`src/color_defines.svh`:
```
`ifndef COLOR_DEFINES_SVH
`define COLOR_DEFINES_SVH

// memory port and task widths
`define COLOR_ADDR_W   32
`define COLOR_DATA_W   32
`define COLOR_LOCALE_W 32
`define COLOR_ARGS_W   32

// header block at address 0, len 9 means ten words
`define COLOR_HDR_LEN          9
`define COLOR_HDR_BEAT_COLOR   5
`define COLOR_HDR_BEAT_SCRATCH 7

// 8-byte scratch slot per vertex
`define COLOR_SCRATCH_CNT_OFS 0
`define COLOR_SCRATCH_BMP_OFS 4

// no free color left in the bitmap
`define COLOR_ALL_TAKEN 32

`endif

```
`src/color_pkg.sv`:
```
`default_nettype none
`include "color_defines.svh"

package color_pkg;

   // other encodings finish without memory traffic
   typedef enum logic [1:0] {
      COLOR_TASK   = 2'd2,
      RECEIVE_TASK = 2'd3
   } task_type_e;

   typedef struct packed {
      task_type_e                 ttype;
      logic [`COLOR_LOCALE_W-1:0] locale;
      logic [`COLOR_ARGS_W-1:0]   args;
   } task_t;

   typedef struct packed {
      logic [`COLOR_ADDR_W-1:0] addr;
      logic [7:0]               len;   // beats minus one
   } mem_ar_t;

   typedef struct packed {
      logic [`COLOR_DATA_W-1:0] data;
      logic                     last;
   } mem_r_t;

   typedef struct packed {
      logic [`COLOR_ADDR_W-1:0] addr;
      logic [7:0]               len;
   } mem_aw_t;

   typedef struct packed {
      logic [`COLOR_DATA_W-1:0] data;
      logic                     last;
   } mem_w_t;

   typedef logic [3:0] beat_t;

   typedef enum logic [3:0] {
      IDLE,
      READ_HEADERS,
      WAIT_HEADERS,
      DISPATCH,
      COLOR_READ_BITMAP,
      COLOR_WAIT_BITMAP,
      COLOR_WRITE,
      RECV_READ_SCRATCH,
      RECV_WAIT_SCRATCH,
      RECV_WRITE_COUNTER,
      RECV_WRITE_BITMAP,
      RECV_ENQ_COLOR,
      FINISH
   } ctrl_state_e;

endpackage

`default_nettype wire

```
`src/beat_counter.sv`:
```
`timescale 1ns/1ns
`default_nettype none

module beat_counter (
   input  logic              clk,
   input  logic              rstn,
   input  logic              ar_fire,
   input  logic              r_fire,
   output color_pkg::beat_t  beat
);

   always_ff @(posedge clk) begin
      if (!rstn) begin
         beat <= '0;
      end else if (ar_fire) begin
         beat <= '0;   // new burst
      end else if (r_fire) begin
         beat <= beat + 1'b1;
      end
   end

   // longest burst is the header, well short of 16 beats
   beat_no_wrap: assert property (@(posedge clk) disable iff (!rstn)
      r_fire && !ar_fire |-> beat != '1);

endmodule

`default_nettype wire

```
`src/color_ctrl.sv`:
```
`timescale 1ns/1ns
`default_nettype none
`include "color_defines.svh"

module color_ctrl (
   input  logic                     clk,
   input  logic                     rstn,
   input  logic                     task_in_valid,
   output logic                     task_in_ready,
   input  color_pkg::task_t         task_in,
   output logic                     task_out_valid,
   input  logic                     task_out_ready,
   output color_pkg::task_t         task_out,
   output logic                     ar_valid,
   input  logic                     ar_ready,
   output color_pkg::mem_ar_t       ar,
   input  logic                     r_valid,
   output logic                     r_ready,
   input  color_pkg::mem_r_t        r,
   output logic                     aw_valid,
   input  logic                     aw_ready,
   output color_pkg::mem_aw_t       aw,
   output logic                     w_valid,
   input  logic                     w_ready,
   output color_pkg::mem_w_t        w,
   output logic                     done,
   input  color_pkg::beat_t         beat,
   input  logic                     hdr_valid,
   input  logic [`COLOR_ADDR_W-1:0] color_addr,
   input  logic [`COLOR_ADDR_W-1:0] cnt_addr,
   input  logic [`COLOR_ADDR_W-1:0] bmp_addr,
   input  logic [`COLOR_DATA_W-1:0] new_color,
   input  logic [`COLOR_DATA_W-1:0] cnt_wdata,
   input  logic [`COLOR_DATA_W-1:0] bmp_wdata,
   input  logic                     bit_already_set,
   input  logic                     counter_is_one,
   output logic                     hdr_capture,
   output logic                     ld_bitmap,
   output logic                     ld_scratch,
   output color_pkg::task_t         cur_task
);

   color_pkg::ctrl_state_e state;
   color_pkg::ctrl_state_e state_next;
   logic r_fire;
   logic first_wr;    // aw and w go out together
   logic aw_done;
   logic w_done;
   logic wr_both;

   assign task_in_ready = (state == color_pkg::IDLE);
   assign done          = (state == color_pkg::FINISH);
   assign r_ready       = (state == color_pkg::WAIT_HEADERS) ||
                          (state == color_pkg::COLOR_WAIT_BITMAP) ||
                          (state == color_pkg::RECV_WAIT_SCRATCH);
   assign r_fire        = r_valid && r_ready;
   assign hdr_capture   = r_fire && (state == color_pkg::WAIT_HEADERS);
   assign ld_bitmap     = r_fire && (state == color_pkg::COLOR_WAIT_BITMAP);
   assign ld_scratch    = r_fire && (state == color_pkg::RECV_WAIT_SCRATCH);

   assign first_wr = (state == color_pkg::COLOR_WRITE) ||
                     (state == color_pkg::RECV_WRITE_COUNTER);
   assign wr_both  = (aw_done || aw_ready) && (w_done || w_ready);

   always_ff @(posedge clk) begin
      if (task_in_valid && task_in_ready) begin
         cur_task <= task_in;
      end
   end

   // remember which half of the first write already went
   always_ff @(posedge clk) begin
      if (!rstn) begin
         aw_done <= 1'b0;
         w_done  <= 1'b0;
      end else if (first_wr && !wr_both) begin
         aw_done <= aw_done || aw_ready;
         w_done  <= w_done || w_ready;
      end else begin
         aw_done <= 1'b0;
         w_done  <= 1'b0;
      end
   end

   always_comb begin
      state_next     = state;
      ar_valid       = 1'b0;
      ar             = '0;
      aw_valid       = 1'b0;
      aw             = '0;
      w_valid        = 1'b0;
      w              = '0;
      task_out_valid = 1'b0;
      task_out       = '0;
      case (state)
         color_pkg::IDLE: begin
            if (task_in_valid) begin
               state_next = hdr_valid ? color_pkg::DISPATCH : color_pkg::READ_HEADERS;
            end
         end
         color_pkg::READ_HEADERS: begin
            ar_valid = 1'b1;
            ar.len   = 8'(`COLOR_HDR_LEN);   // header sits at address 0
            if (ar_ready) state_next = color_pkg::WAIT_HEADERS;
         end
         color_pkg::WAIT_HEADERS: begin
            if (r_fire && r.last) state_next = color_pkg::DISPATCH;
         end
         color_pkg::DISPATCH: begin
            case (cur_task.ttype)
               color_pkg::COLOR_TASK:   state_next = color_pkg::COLOR_READ_BITMAP;
               color_pkg::RECEIVE_TASK: state_next = color_pkg::RECV_READ_SCRATCH;
               default:                 state_next = color_pkg::FINISH;
            endcase
         end
         color_pkg::COLOR_READ_BITMAP: begin
            ar_valid = 1'b1;
            ar.addr  = bmp_addr;
            if (ar_ready) state_next = color_pkg::COLOR_WAIT_BITMAP;
         end
         color_pkg::COLOR_WAIT_BITMAP: begin
            if (r_fire && r.last) state_next = color_pkg::COLOR_WRITE;
         end
         color_pkg::COLOR_WRITE: begin
            aw_valid = !aw_done;
            aw.addr  = color_addr;
            w_valid  = !w_done;
            w.data   = new_color;
            w.last   = 1'b1;
            if (wr_both) state_next = color_pkg::FINISH;
         end
         color_pkg::RECV_READ_SCRATCH: begin
            ar_valid = 1'b1;
            ar.addr  = cnt_addr;
            ar.len   = 8'd1;   // counter then bitmap
            if (ar_ready) state_next = color_pkg::RECV_WAIT_SCRATCH;
         end
         color_pkg::RECV_WAIT_SCRATCH: begin
            if (r_fire && r.last) state_next = color_pkg::RECV_WRITE_COUNTER;
         end
         color_pkg::RECV_WRITE_COUNTER: begin
            aw_valid = !aw_done;
            aw.addr  = cnt_addr;
            aw.len   = bit_already_set ? 8'd0 : 8'd1;
            w_valid  = !w_done;
            w.data   = cnt_wdata;
            w.last   = bit_already_set;
            if (wr_both) begin
               if (!bit_already_set) begin
                  state_next = color_pkg::RECV_WRITE_BITMAP;
               end else begin
                  state_next = counter_is_one ? color_pkg::RECV_ENQ_COLOR : color_pkg::FINISH;
               end
            end
         end
         color_pkg::RECV_WRITE_BITMAP: begin
            w_valid = 1'b1;
            w.data  = bmp_wdata;
            w.last  = 1'b1;
            if (w_ready) begin
               state_next = counter_is_one ? color_pkg::RECV_ENQ_COLOR : color_pkg::FINISH;
            end
         end
         color_pkg::RECV_ENQ_COLOR: begin
            task_out_valid = 1'b1;
            task_out.ttype = color_pkg::COLOR_TASK;
            task_out.locale = cur_task.locale;   // args stay zero
            if (task_out_ready) state_next = color_pkg::FINISH;
         end
         color_pkg::FINISH: state_next = color_pkg::IDLE;
         default: state_next = color_pkg::IDLE;
      endcase
   end

   always_ff @(posedge clk) begin
      if (!rstn) begin
         state <= color_pkg::IDLE;
      end else begin
         state <= state_next;
      end
   end

   ar_hold: assert property (@(posedge clk) disable iff (!rstn)
      ar_valid && !ar_ready |=> ar_valid && $stable(ar));
   aw_hold: assert property (@(posedge clk) disable iff (!rstn)
      aw_valid && !aw_ready |=> aw_valid && $stable(aw));
   task_out_hold: assert property (@(posedge clk) disable iff (!rstn)
      task_out_valid && !task_out_ready |=> task_out_valid && $stable(task_out));

   // memory ends each burst on the beat the request asked for
   burst_len_match: assert property (@(posedge clk) disable iff (!rstn)
      r_fire && r.last |->
         beat == ((state == color_pkg::WAIT_HEADERS) ? color_pkg::beat_t'(`COLOR_HDR_LEN) :
                  (state == color_pkg::RECV_WAIT_SCRATCH) ? color_pkg::beat_t'(1) :
                  color_pkg::beat_t'(0)));

endmodule

`default_nettype wire

```
`src/color_top.sv`:
```
`timescale 1ns/1ns
`default_nettype none
`include "color_defines.svh"

module color_top (
   input  logic               clk,
   input  logic               rstn,
   input  logic               task_in_valid,
   output logic               task_in_ready,
   input  color_pkg::task_t   task_in,
   output logic               task_out_valid,
   input  logic               task_out_ready,
   output color_pkg::task_t   task_out,
   output logic               ar_valid,
   input  logic               ar_ready,
   output color_pkg::mem_ar_t ar,
   input  logic               r_valid,
   output logic               r_ready,
   input  color_pkg::mem_r_t  r,
   output logic               aw_valid,
   input  logic               aw_ready,
   output color_pkg::mem_aw_t aw,
   output logic               w_valid,
   input  logic               w_ready,
   output color_pkg::mem_w_t  w,
   output logic               done
);

   color_pkg::beat_t         beat;
   color_pkg::task_t         cur_task;
   logic                     hdr_valid;
   logic                     hdr_capture;
   logic                     ld_bitmap;
   logic                     ld_scratch;
   logic [`COLOR_ADDR_W-1:0] color_addr;
   logic [`COLOR_ADDR_W-1:0] cnt_addr;
   logic [`COLOR_ADDR_W-1:0] bmp_addr;
   logic [`COLOR_DATA_W-1:0] new_color;
   logic [`COLOR_DATA_W-1:0] cnt_wdata;
   logic [`COLOR_DATA_W-1:0] bmp_wdata;
   logic                     bit_already_set;
   logic                     counter_is_one;

   color_ctrl u_ctrl (
      .clk             (clk),
      .rstn            (rstn),
      .task_in_valid   (task_in_valid),
      .task_in_ready   (task_in_ready),
      .task_in         (task_in),
      .task_out_valid  (task_out_valid),
      .task_out_ready  (task_out_ready),
      .task_out        (task_out),
      .ar_valid        (ar_valid),
      .ar_ready        (ar_ready),
      .ar              (ar),
      .r_valid         (r_valid),
      .r_ready         (r_ready),
      .r               (r),
      .aw_valid        (aw_valid),
      .aw_ready        (aw_ready),
      .aw              (aw),
      .w_valid         (w_valid),
      .w_ready         (w_ready),
      .w               (w),
      .done            (done),
      .beat            (beat),
      .hdr_valid       (hdr_valid),
      .color_addr      (color_addr),
      .cnt_addr        (cnt_addr),
      .bmp_addr        (bmp_addr),
      .new_color       (new_color),
      .cnt_wdata       (cnt_wdata),
      .bmp_wdata       (bmp_wdata),
      .bit_already_set (bit_already_set),
      .counter_is_one  (counter_is_one),
      .hdr_capture     (hdr_capture),
      .ld_bitmap       (ld_bitmap),
      .ld_scratch      (ld_scratch),
      .cur_task        (cur_task)
   );

   beat_counter u_beat (
      .clk     (clk),
      .rstn    (rstn),
      .ar_fire (ar_valid & ar_ready),
      .r_fire  (r_valid & r_ready),
      .beat    (beat)
   );

   graph_headers u_hdr (
      .clk         (clk),
      .rstn        (rstn),
      .hdr_capture (hdr_capture),
      .beat        (beat),
      .rdata       (r.data),
      .locale      (cur_task.locale),
      .hdr_valid   (hdr_valid),
      .color_addr  (color_addr),
      .cnt_addr    (cnt_addr),
      .bmp_addr    (bmp_addr)
   );

   scratch_datapath u_dp (
      .clk             (clk),
      .rstn            (rstn),
      .ld_bitmap       (ld_bitmap),
      .ld_scratch      (ld_scratch),
      .beat            (beat),
      .rdata           (r.data),
      .recv_color      (cur_task.args[4:0]),
      .new_color       (new_color),
      .cnt_wdata       (cnt_wdata),
      .bmp_wdata       (bmp_wdata),
      .bit_already_set (bit_already_set),
      .counter_is_one  (counter_is_one)
   );

endmodule

`default_nettype wire

```
`src/graph_headers.sv`:
```
`timescale 1ns/1ns
`default_nettype none
`include "color_defines.svh"

module graph_headers (
   input  logic                       clk,
   input  logic                       rstn,
   input  logic                       hdr_capture,
   input  color_pkg::beat_t           beat,
   input  logic [`COLOR_DATA_W-1:0]   rdata,
   input  logic [`COLOR_LOCALE_W-1:0] locale,
   output logic                       hdr_valid,
   output logic [`COLOR_ADDR_W-1:0]   color_addr,
   output logic [`COLOR_ADDR_W-1:0]   cnt_addr,
   output logic [`COLOR_ADDR_W-1:0]   bmp_addr
);

   logic [`COLOR_ADDR_W-1:0] base_color;
   logic [`COLOR_ADDR_W-1:0] base_scratch;
   logic [`COLOR_ADDR_W-1:0] slot_addr;

   // header holds word addresses
   always_ff @(posedge clk) begin
      if (hdr_capture) begin
         case (beat)
            color_pkg::beat_t'(`COLOR_HDR_BEAT_COLOR):   base_color   <= {rdata[29:0], 2'b00};
            color_pkg::beat_t'(`COLOR_HDR_BEAT_SCRATCH): base_scratch <= {rdata[29:0], 2'b00};
            default: ;
         endcase
      end
   end

   always_ff @(posedge clk) begin
      if (!rstn) begin
         hdr_valid <= 1'b0;
      end else if (hdr_capture && beat == color_pkg::beat_t'(`COLOR_HDR_LEN)) begin
         hdr_valid <= 1'b1;   // sticky until reset
      end
   end

   assign color_addr = base_color + (`COLOR_ADDR_W'(locale) << 2);
   assign slot_addr  = base_scratch + (`COLOR_ADDR_W'(locale) << 3);
   assign cnt_addr   = slot_addr + `COLOR_ADDR_W'(`COLOR_SCRATCH_CNT_OFS);
   assign bmp_addr   = slot_addr + `COLOR_ADDR_W'(`COLOR_SCRATCH_BMP_OFS);

endmodule

`default_nettype wire

```
`src/scratch_datapath.sv`:
```
`timescale 1ns/1ns
`default_nettype none
`include "color_defines.svh"

module scratch_datapath (
   input  logic                     clk,
   input  logic                     rstn,
   input  logic                     ld_bitmap,
   input  logic                     ld_scratch,
   input  color_pkg::beat_t         beat,
   input  logic [`COLOR_DATA_W-1:0] rdata,
   input  logic [4:0]               recv_color,
   output logic [`COLOR_DATA_W-1:0] new_color,
   output logic [`COLOR_DATA_W-1:0] cnt_wdata,
   output logic [`COLOR_DATA_W-1:0] bmp_wdata,
   output logic                     bit_already_set,
   output logic                     counter_is_one
);

   logic [`COLOR_DATA_W-1:0] join_counter;
   logic [31:0]              bitmap;

   always_ff @(posedge clk) begin
      if (ld_scratch) begin
         // counter word first, then bitmap
         if (beat == color_pkg::beat_t'(0)) begin
            join_counter <= rdata;
         end else if (beat == color_pkg::beat_t'(1)) begin
            bitmap <= rdata;
         end
      end else if (ld_bitmap) begin
         bitmap <= rdata;
      end
   end

   // lowest free color
   always_comb begin
      new_color = `COLOR_DATA_W'(`COLOR_ALL_TAKEN);
      for (int i = 31; i >= 0; i--) begin
         if (!bitmap[i]) begin
            new_color = `COLOR_DATA_W'(i);
         end
      end
   end

   assign cnt_wdata       = join_counter - 1'b1;
   assign bmp_wdata       = bitmap | (32'd1 << recv_color);
   assign bit_already_set = bitmap[recv_color];
   assign counter_is_one  = (join_counter == `COLOR_DATA_W'(1));

   // controller loads one kind of burst at a time
   ld_exclusive: assert property (@(posedge clk) disable iff (!rstn)
      !(ld_bitmap && ld_scratch));

endmodule

`default_nettype wire

```
`config.mk`:
```
export PLATFORM = sky130hd
export DESIGN_NAME = color_top
export DESIGN_NICKNAME = d
export VERILOG_FILES = /design/src/color_pkg.sv /design/src/beat_counter.sv /design/src/color_ctrl.sv /design/src/color_top.sv /design/src/graph_headers.sv /design/src/scratch_datapath.sv
export VERILOG_INCLUDE_DIRS = /design/src
export SDC_FILE = /design/constraint.sdc
export NUM_CORES = 1
export LEC_CHECK = 0
export BUFFER_PORTS_ARGS = -buffer_cell sky130_fd_sc_hd__buf_2
export CORE_MARGIN = 2
export CORE_UTILIZATION = 61
export DETAILED_ROUTE_END_ITERATION = 6
export HOLD_SLACK_MARGIN = 0.1
export PLACE_DENSITY = 0.86
export SLEW_MARGIN = 20
export SYNTH_ARGS = -nofsm -noshare
export SYNTH_HDL_FRONTEND = slang
export SYNTH_HIERARCHICAL = 1
export SYNTH_SLANG_ARGS = --single-unit
```
`constraint.sdc`:
```
create_clock -name clk -period 11.6 [get_ports clk]
set_input_delay 2.32 -clock clk [delete_from_list [all_inputs] [get_ports clk]]
set_output_delay 2.32 -clock clk [all_outputs]
set_load 0.02 [all_outputs]
```
### Word-level counts from Yosys, hierarchy flattened

Cells that the tools add are included.

* register bits after elaboration: 174
* input bits: 107
* output and inout bits: 186
* word-level logic and storage cells: 149

* add/subtract/negate cells: 5
* $lt $le $gt $ge: 1
* eq/ne operators: 32
* shift operators: 1
* mux-type cells: 65
* bitwise operators: 4
* reduce and logical (&&, ||, !) cells: 29

Operators by type and width (count)
* 2-to-1 mux 6 bit: 32
* 2-to-1 mux 32 bit: 4
* case mux 32 bit (2 select lines): 2
* case mux 33 bit (3 select lines): 1
* adder 32 bit: 2
* 2-to-1 mux 4 bit: 12
* case mux 4 bit (12 select lines): 1
* 2-to-1 mux 34 bit: 1
* adder 32 x 3 -> 32 bit, second input constant: 1
* equality test 32 x 1 -> 1 bit, second input constant: 1
* OR 32 bit: 1
* left shift 1 x 5 -> 32 bit, first input constant: 1
* subtractor 32 x 1 -> 32 bit, second input constant: 1
* equality test 4 x 3 -> 1 bit, second input constant: 6
* equality test 4 bit, second input constant: 6
* inequality test 2 bit, second input constant: 10
* case mux 4 bit (2 select lines): 2
* AND reduction 11 bit: 1
* logical AND 1 bit: 9
* equality test 4 x 1 -> 1 bit, second input constant: 2
* equality test 4 x 2 -> 1 bit, second input constant: 2
* zero test 4 bit: 2
* 2-to-1 mux 8 bit: 1
* AND reduction 2 bit: 4
* 17 further kinds: 32

### Logic depth before layout (Yosys ltp)

* depth after elaboration: 33
* gate-level depth with buffers: 14
* mapped depth without buffers: 14

### By module

Netlist, hierarchy kept.

Modules (own cells, without submodules)
* graph_headers: times used 1, cells each 565, area an instance 5506.5 um^2, seq. area each 1821.7 um^2
* color_ctrl: times used 1, cells each 391, area an instance 4322.9 um^2, seq. area each 2102.0 um^2
* scratch_datapath: times used 1, cells each 324, area an instance 3721.1 um^2, seq. area each 1921.8 um^2
* beat_counter: times used 1, cells each 17, area an instance 181.4 um^2, seq. area each 80.1 um^2
* color_top: times used 1, cells each 2, area an instance 12.5 um^2, seq. area each 0.0 um^2

### Worst setup path before layout

OpenSTA, ideal clock, no wires.

* path type: input-to-reg
* start point: in r_valid
* end point: reg u_hdr.base_color[10], enable pin
* setup time: 0.503 ns
* arrival time: 5.864 ns
* data required time: 11.097 ns
* path slack: 5.232 ns
* stages on the path: 4
* buffers on the path: 0
* cells stage by stage: inv_1 nor4b_1 nand2_1 nor4b_1

* word-level cells in the longest chain between the ends: 3

Ends and longest elaborated chain
* start: declaration: RTL line color_top.sv:17 `input logic r_valid,`
* logical AND 1 bit: RTL line color_ctrl.sv:56 `assign r_fire = r_valid && r_ready;`
* logical AND 1 bit: RTL line color_ctrl.sv:57 `assign hdr_capture = r_fire && (state == color_pkg::WAIT_HEADERS);`
* named net hdr_capture: RTL line color_top.sv:32 `logic hdr_capture;`
* AND reduction 2 bit (no source line)
* end signal: assignment: RTL line graph_headers.sv:26 `` color_pkg::beat_t'(`COLOR_HDR_BEAT_COLOR): base_color <= {rdata[29:0], 2'b00}; ``
* end: declaration: RTL line graph_headers.sv:18 `` logic [`COLOR_ADDR_W-1:0] base_color; ``

The timed path passes the listed nets, and every way through them passes these cells.
A chain may end at the register's enable or synchronous reset.

==> out/results.ini <==
[sta]
fin_crit_ns = 7.02
max_slew_margin = 0.243
timing.fmax_mhz = 142
drv_slew = 0
rsz0062_at_grt = false
fin_setup_tns_ns = 0
worst_slew_pin_slew_ns = 1.13
fin_skew_ns = 0.00992
hold_viol = 0
period_share = 0.605
fin_hold_ws_ns = 0.483
setup_viol = 0

[clocking]
cts_buffer_depth = 2
clock_sinks = 174
path_clk_slew_ns = 0.07
cts_root_buffer = clkbuf_16
clk_latency_ns = 0.43
cts_made_buffers = 17
cts_resized = 0
tritoncts = yes
htree_levels = 4
hold_buffers = 0
post_cts_buffers = 0

[final_layout]
layout-drive-gt1-share = 0.213
final_common_cell = buf_2
area_growth_pct = 12.4
mostFrequentLayoutCells = buf_2 (215), edfxtp_1 (163), conb_1 (78), inv_1 (76), nand2_1 (71)
nNetsFinal = 1631
diodes = 0

[route]
drc = 1
viasPerCell = 6.30
drt_first_pass_iters = 7
drt_wl_total_mm = 36.5
via_count = 11000
drt-wirelength-per-cell_um = 20.9
drtIter0Drc = 1068
antenna_left = 0

[setup_path]
critPathTopFamily = simple AND/OR/NAND/NOR gates
timing.rr.end = u_ctrl/state[0]
crit_path_end_kind = primary output
reg2reg_slack_ns = 8.28
worst_ep_required_time_ns = 9.28
crit_arrival_ns = 4.70
slowest_stage = nor4_4
rr_worst_depth = 8
crit_start = u_ctrl/cur_task[33]
cp_num_buf_inv = 1
path_cells = ha_1, a211oi_1, o21bai_1, a21oi_1, xnor2_2, nand3_1, or3_1, nor4_4, nand4_2, nor3_2, xor2_1, a22o_1, buf_2
start_kind = flip-flop
crit_path_end = ar[39]
path_depth = 13
crit_fanout = 5
path_class = reg2out
r2r-start = u_dp/join_counter[14]
slowest_delay_ns = 0.56

[synth]
yosysWarningCount = 6
netlist_area_mm2 = 0.0129
syn_avg_cell_area_um2 = 10.2
synth_cells = 1272

[power]
p_leak_nw = 6.45
pwr_density_cell_mw_per_mm2 = 149
ir_worst_vdd_mv = 0.112

[global_routing]
antenna_found_initial = 0
grt_max_degree = 68
grt_overflow = 0
grt_pass1_wl_mm = 55.2
grt_use_total = 0.320
first_global_vias = 10100

[floorplan]
placeableCoreArea_mm2 = 0.0209
die_y_um = 150
chipWidth_um = 150
core.rowCount = 53
initial_core_util = 0.619
die-area_mm2 = 0.0224
io-pin-count = 293

[placed_design]
portBuffers = 215
hpwl_mm = 26.6
gp_congestion = 0.956

[outcome]
violations = design-rule violations
status = complete, but fails checks

[run]
cap_violations = 0

[hold_path]
holdPathStages = 1
hp-class = reg2reg

[registers in the layout, indices dropped and copies added, names as in the netlist]
register            cells
u_beat/beat             4
u_ctrl/aw_done          1
u_ctrl/cur_task        39
u_ctrl/state            4
u_ctrl/w_done           1
u_dp/bitmap            32
u_dp/join_counter      32
u_hdr/base_color       30
u_hdr/base_scratch     30
u_hdr/hdr_valid         1
[area by class of cell]
type	count	area [um2]
Clock buffer	17	425
Fill cell	1595	6350
Inverter	76	285
Sequential cell	174	5110
Multi-Input combinational cell	968	7050
Clock inverter	15	173
Tap cell	275	344
Timing Repair Buffer	224	1140
[power by group]
| group | switching [mW] | internal, mW | total (mW) | leakage, nW |
|---|---|---|---|---|
| Clock | 0.268 | 0.326 | 0.594 | 0.292 |
| Combinational | 0.470 | 0.291 | 0.761 | 4.59 |
| Sequential | 0.0673 | 0.739 | 0.807 | 1.57 |
[through the flow]
step,total power [mW],instances,cell area (um2),setup WS (ns),utilization
2_1_floorplan,1.39,1347,13200,5.23,-
3_3_place_gp,1.54,1717,13900,5.25,0.667
3_5_place_dp,1.56,1717,13900,5.15,0.667
4_1_cts,2.15,1749,14500,4.64,0.696
5_1_grt,2.26,1749,14500,4.34,0.696
6_report,2.16,1749,14500,4.58,0.696
[routing by layer]
layer,GRT usage,up-vias,share of wire
met2,0.528,644,0.47
li1,-,5027,-
met3,0.0482,87,0.086
met4,0.124,0,0.034
met1,0.425,5256,0.40
met5,0,-,0
[worst min path at each step]
stage | from | to | slack (ns)
2_1_floorplan | u_hdr/hdr_valid | u_hdr/hdr_valid | 0.44
3_3_place_gp | u_hdr/hdr_valid | u_hdr/hdr_valid | 0.46
3_5_place_dp | u_hdr/hdr_valid | u_hdr/hdr_valid | 0.46
4_1_cts | u_hdr/hdr_valid | u_hdr/hdr_valid | 0.48
5_1_grt | u_hdr/hdr_valid | u_hdr/hdr_valid | 0.53
6_report | u_hdr/hdr_valid | u_hdr/hdr_valid | 0.48
No activity file was read; power rests on OpenSTA's default activity.
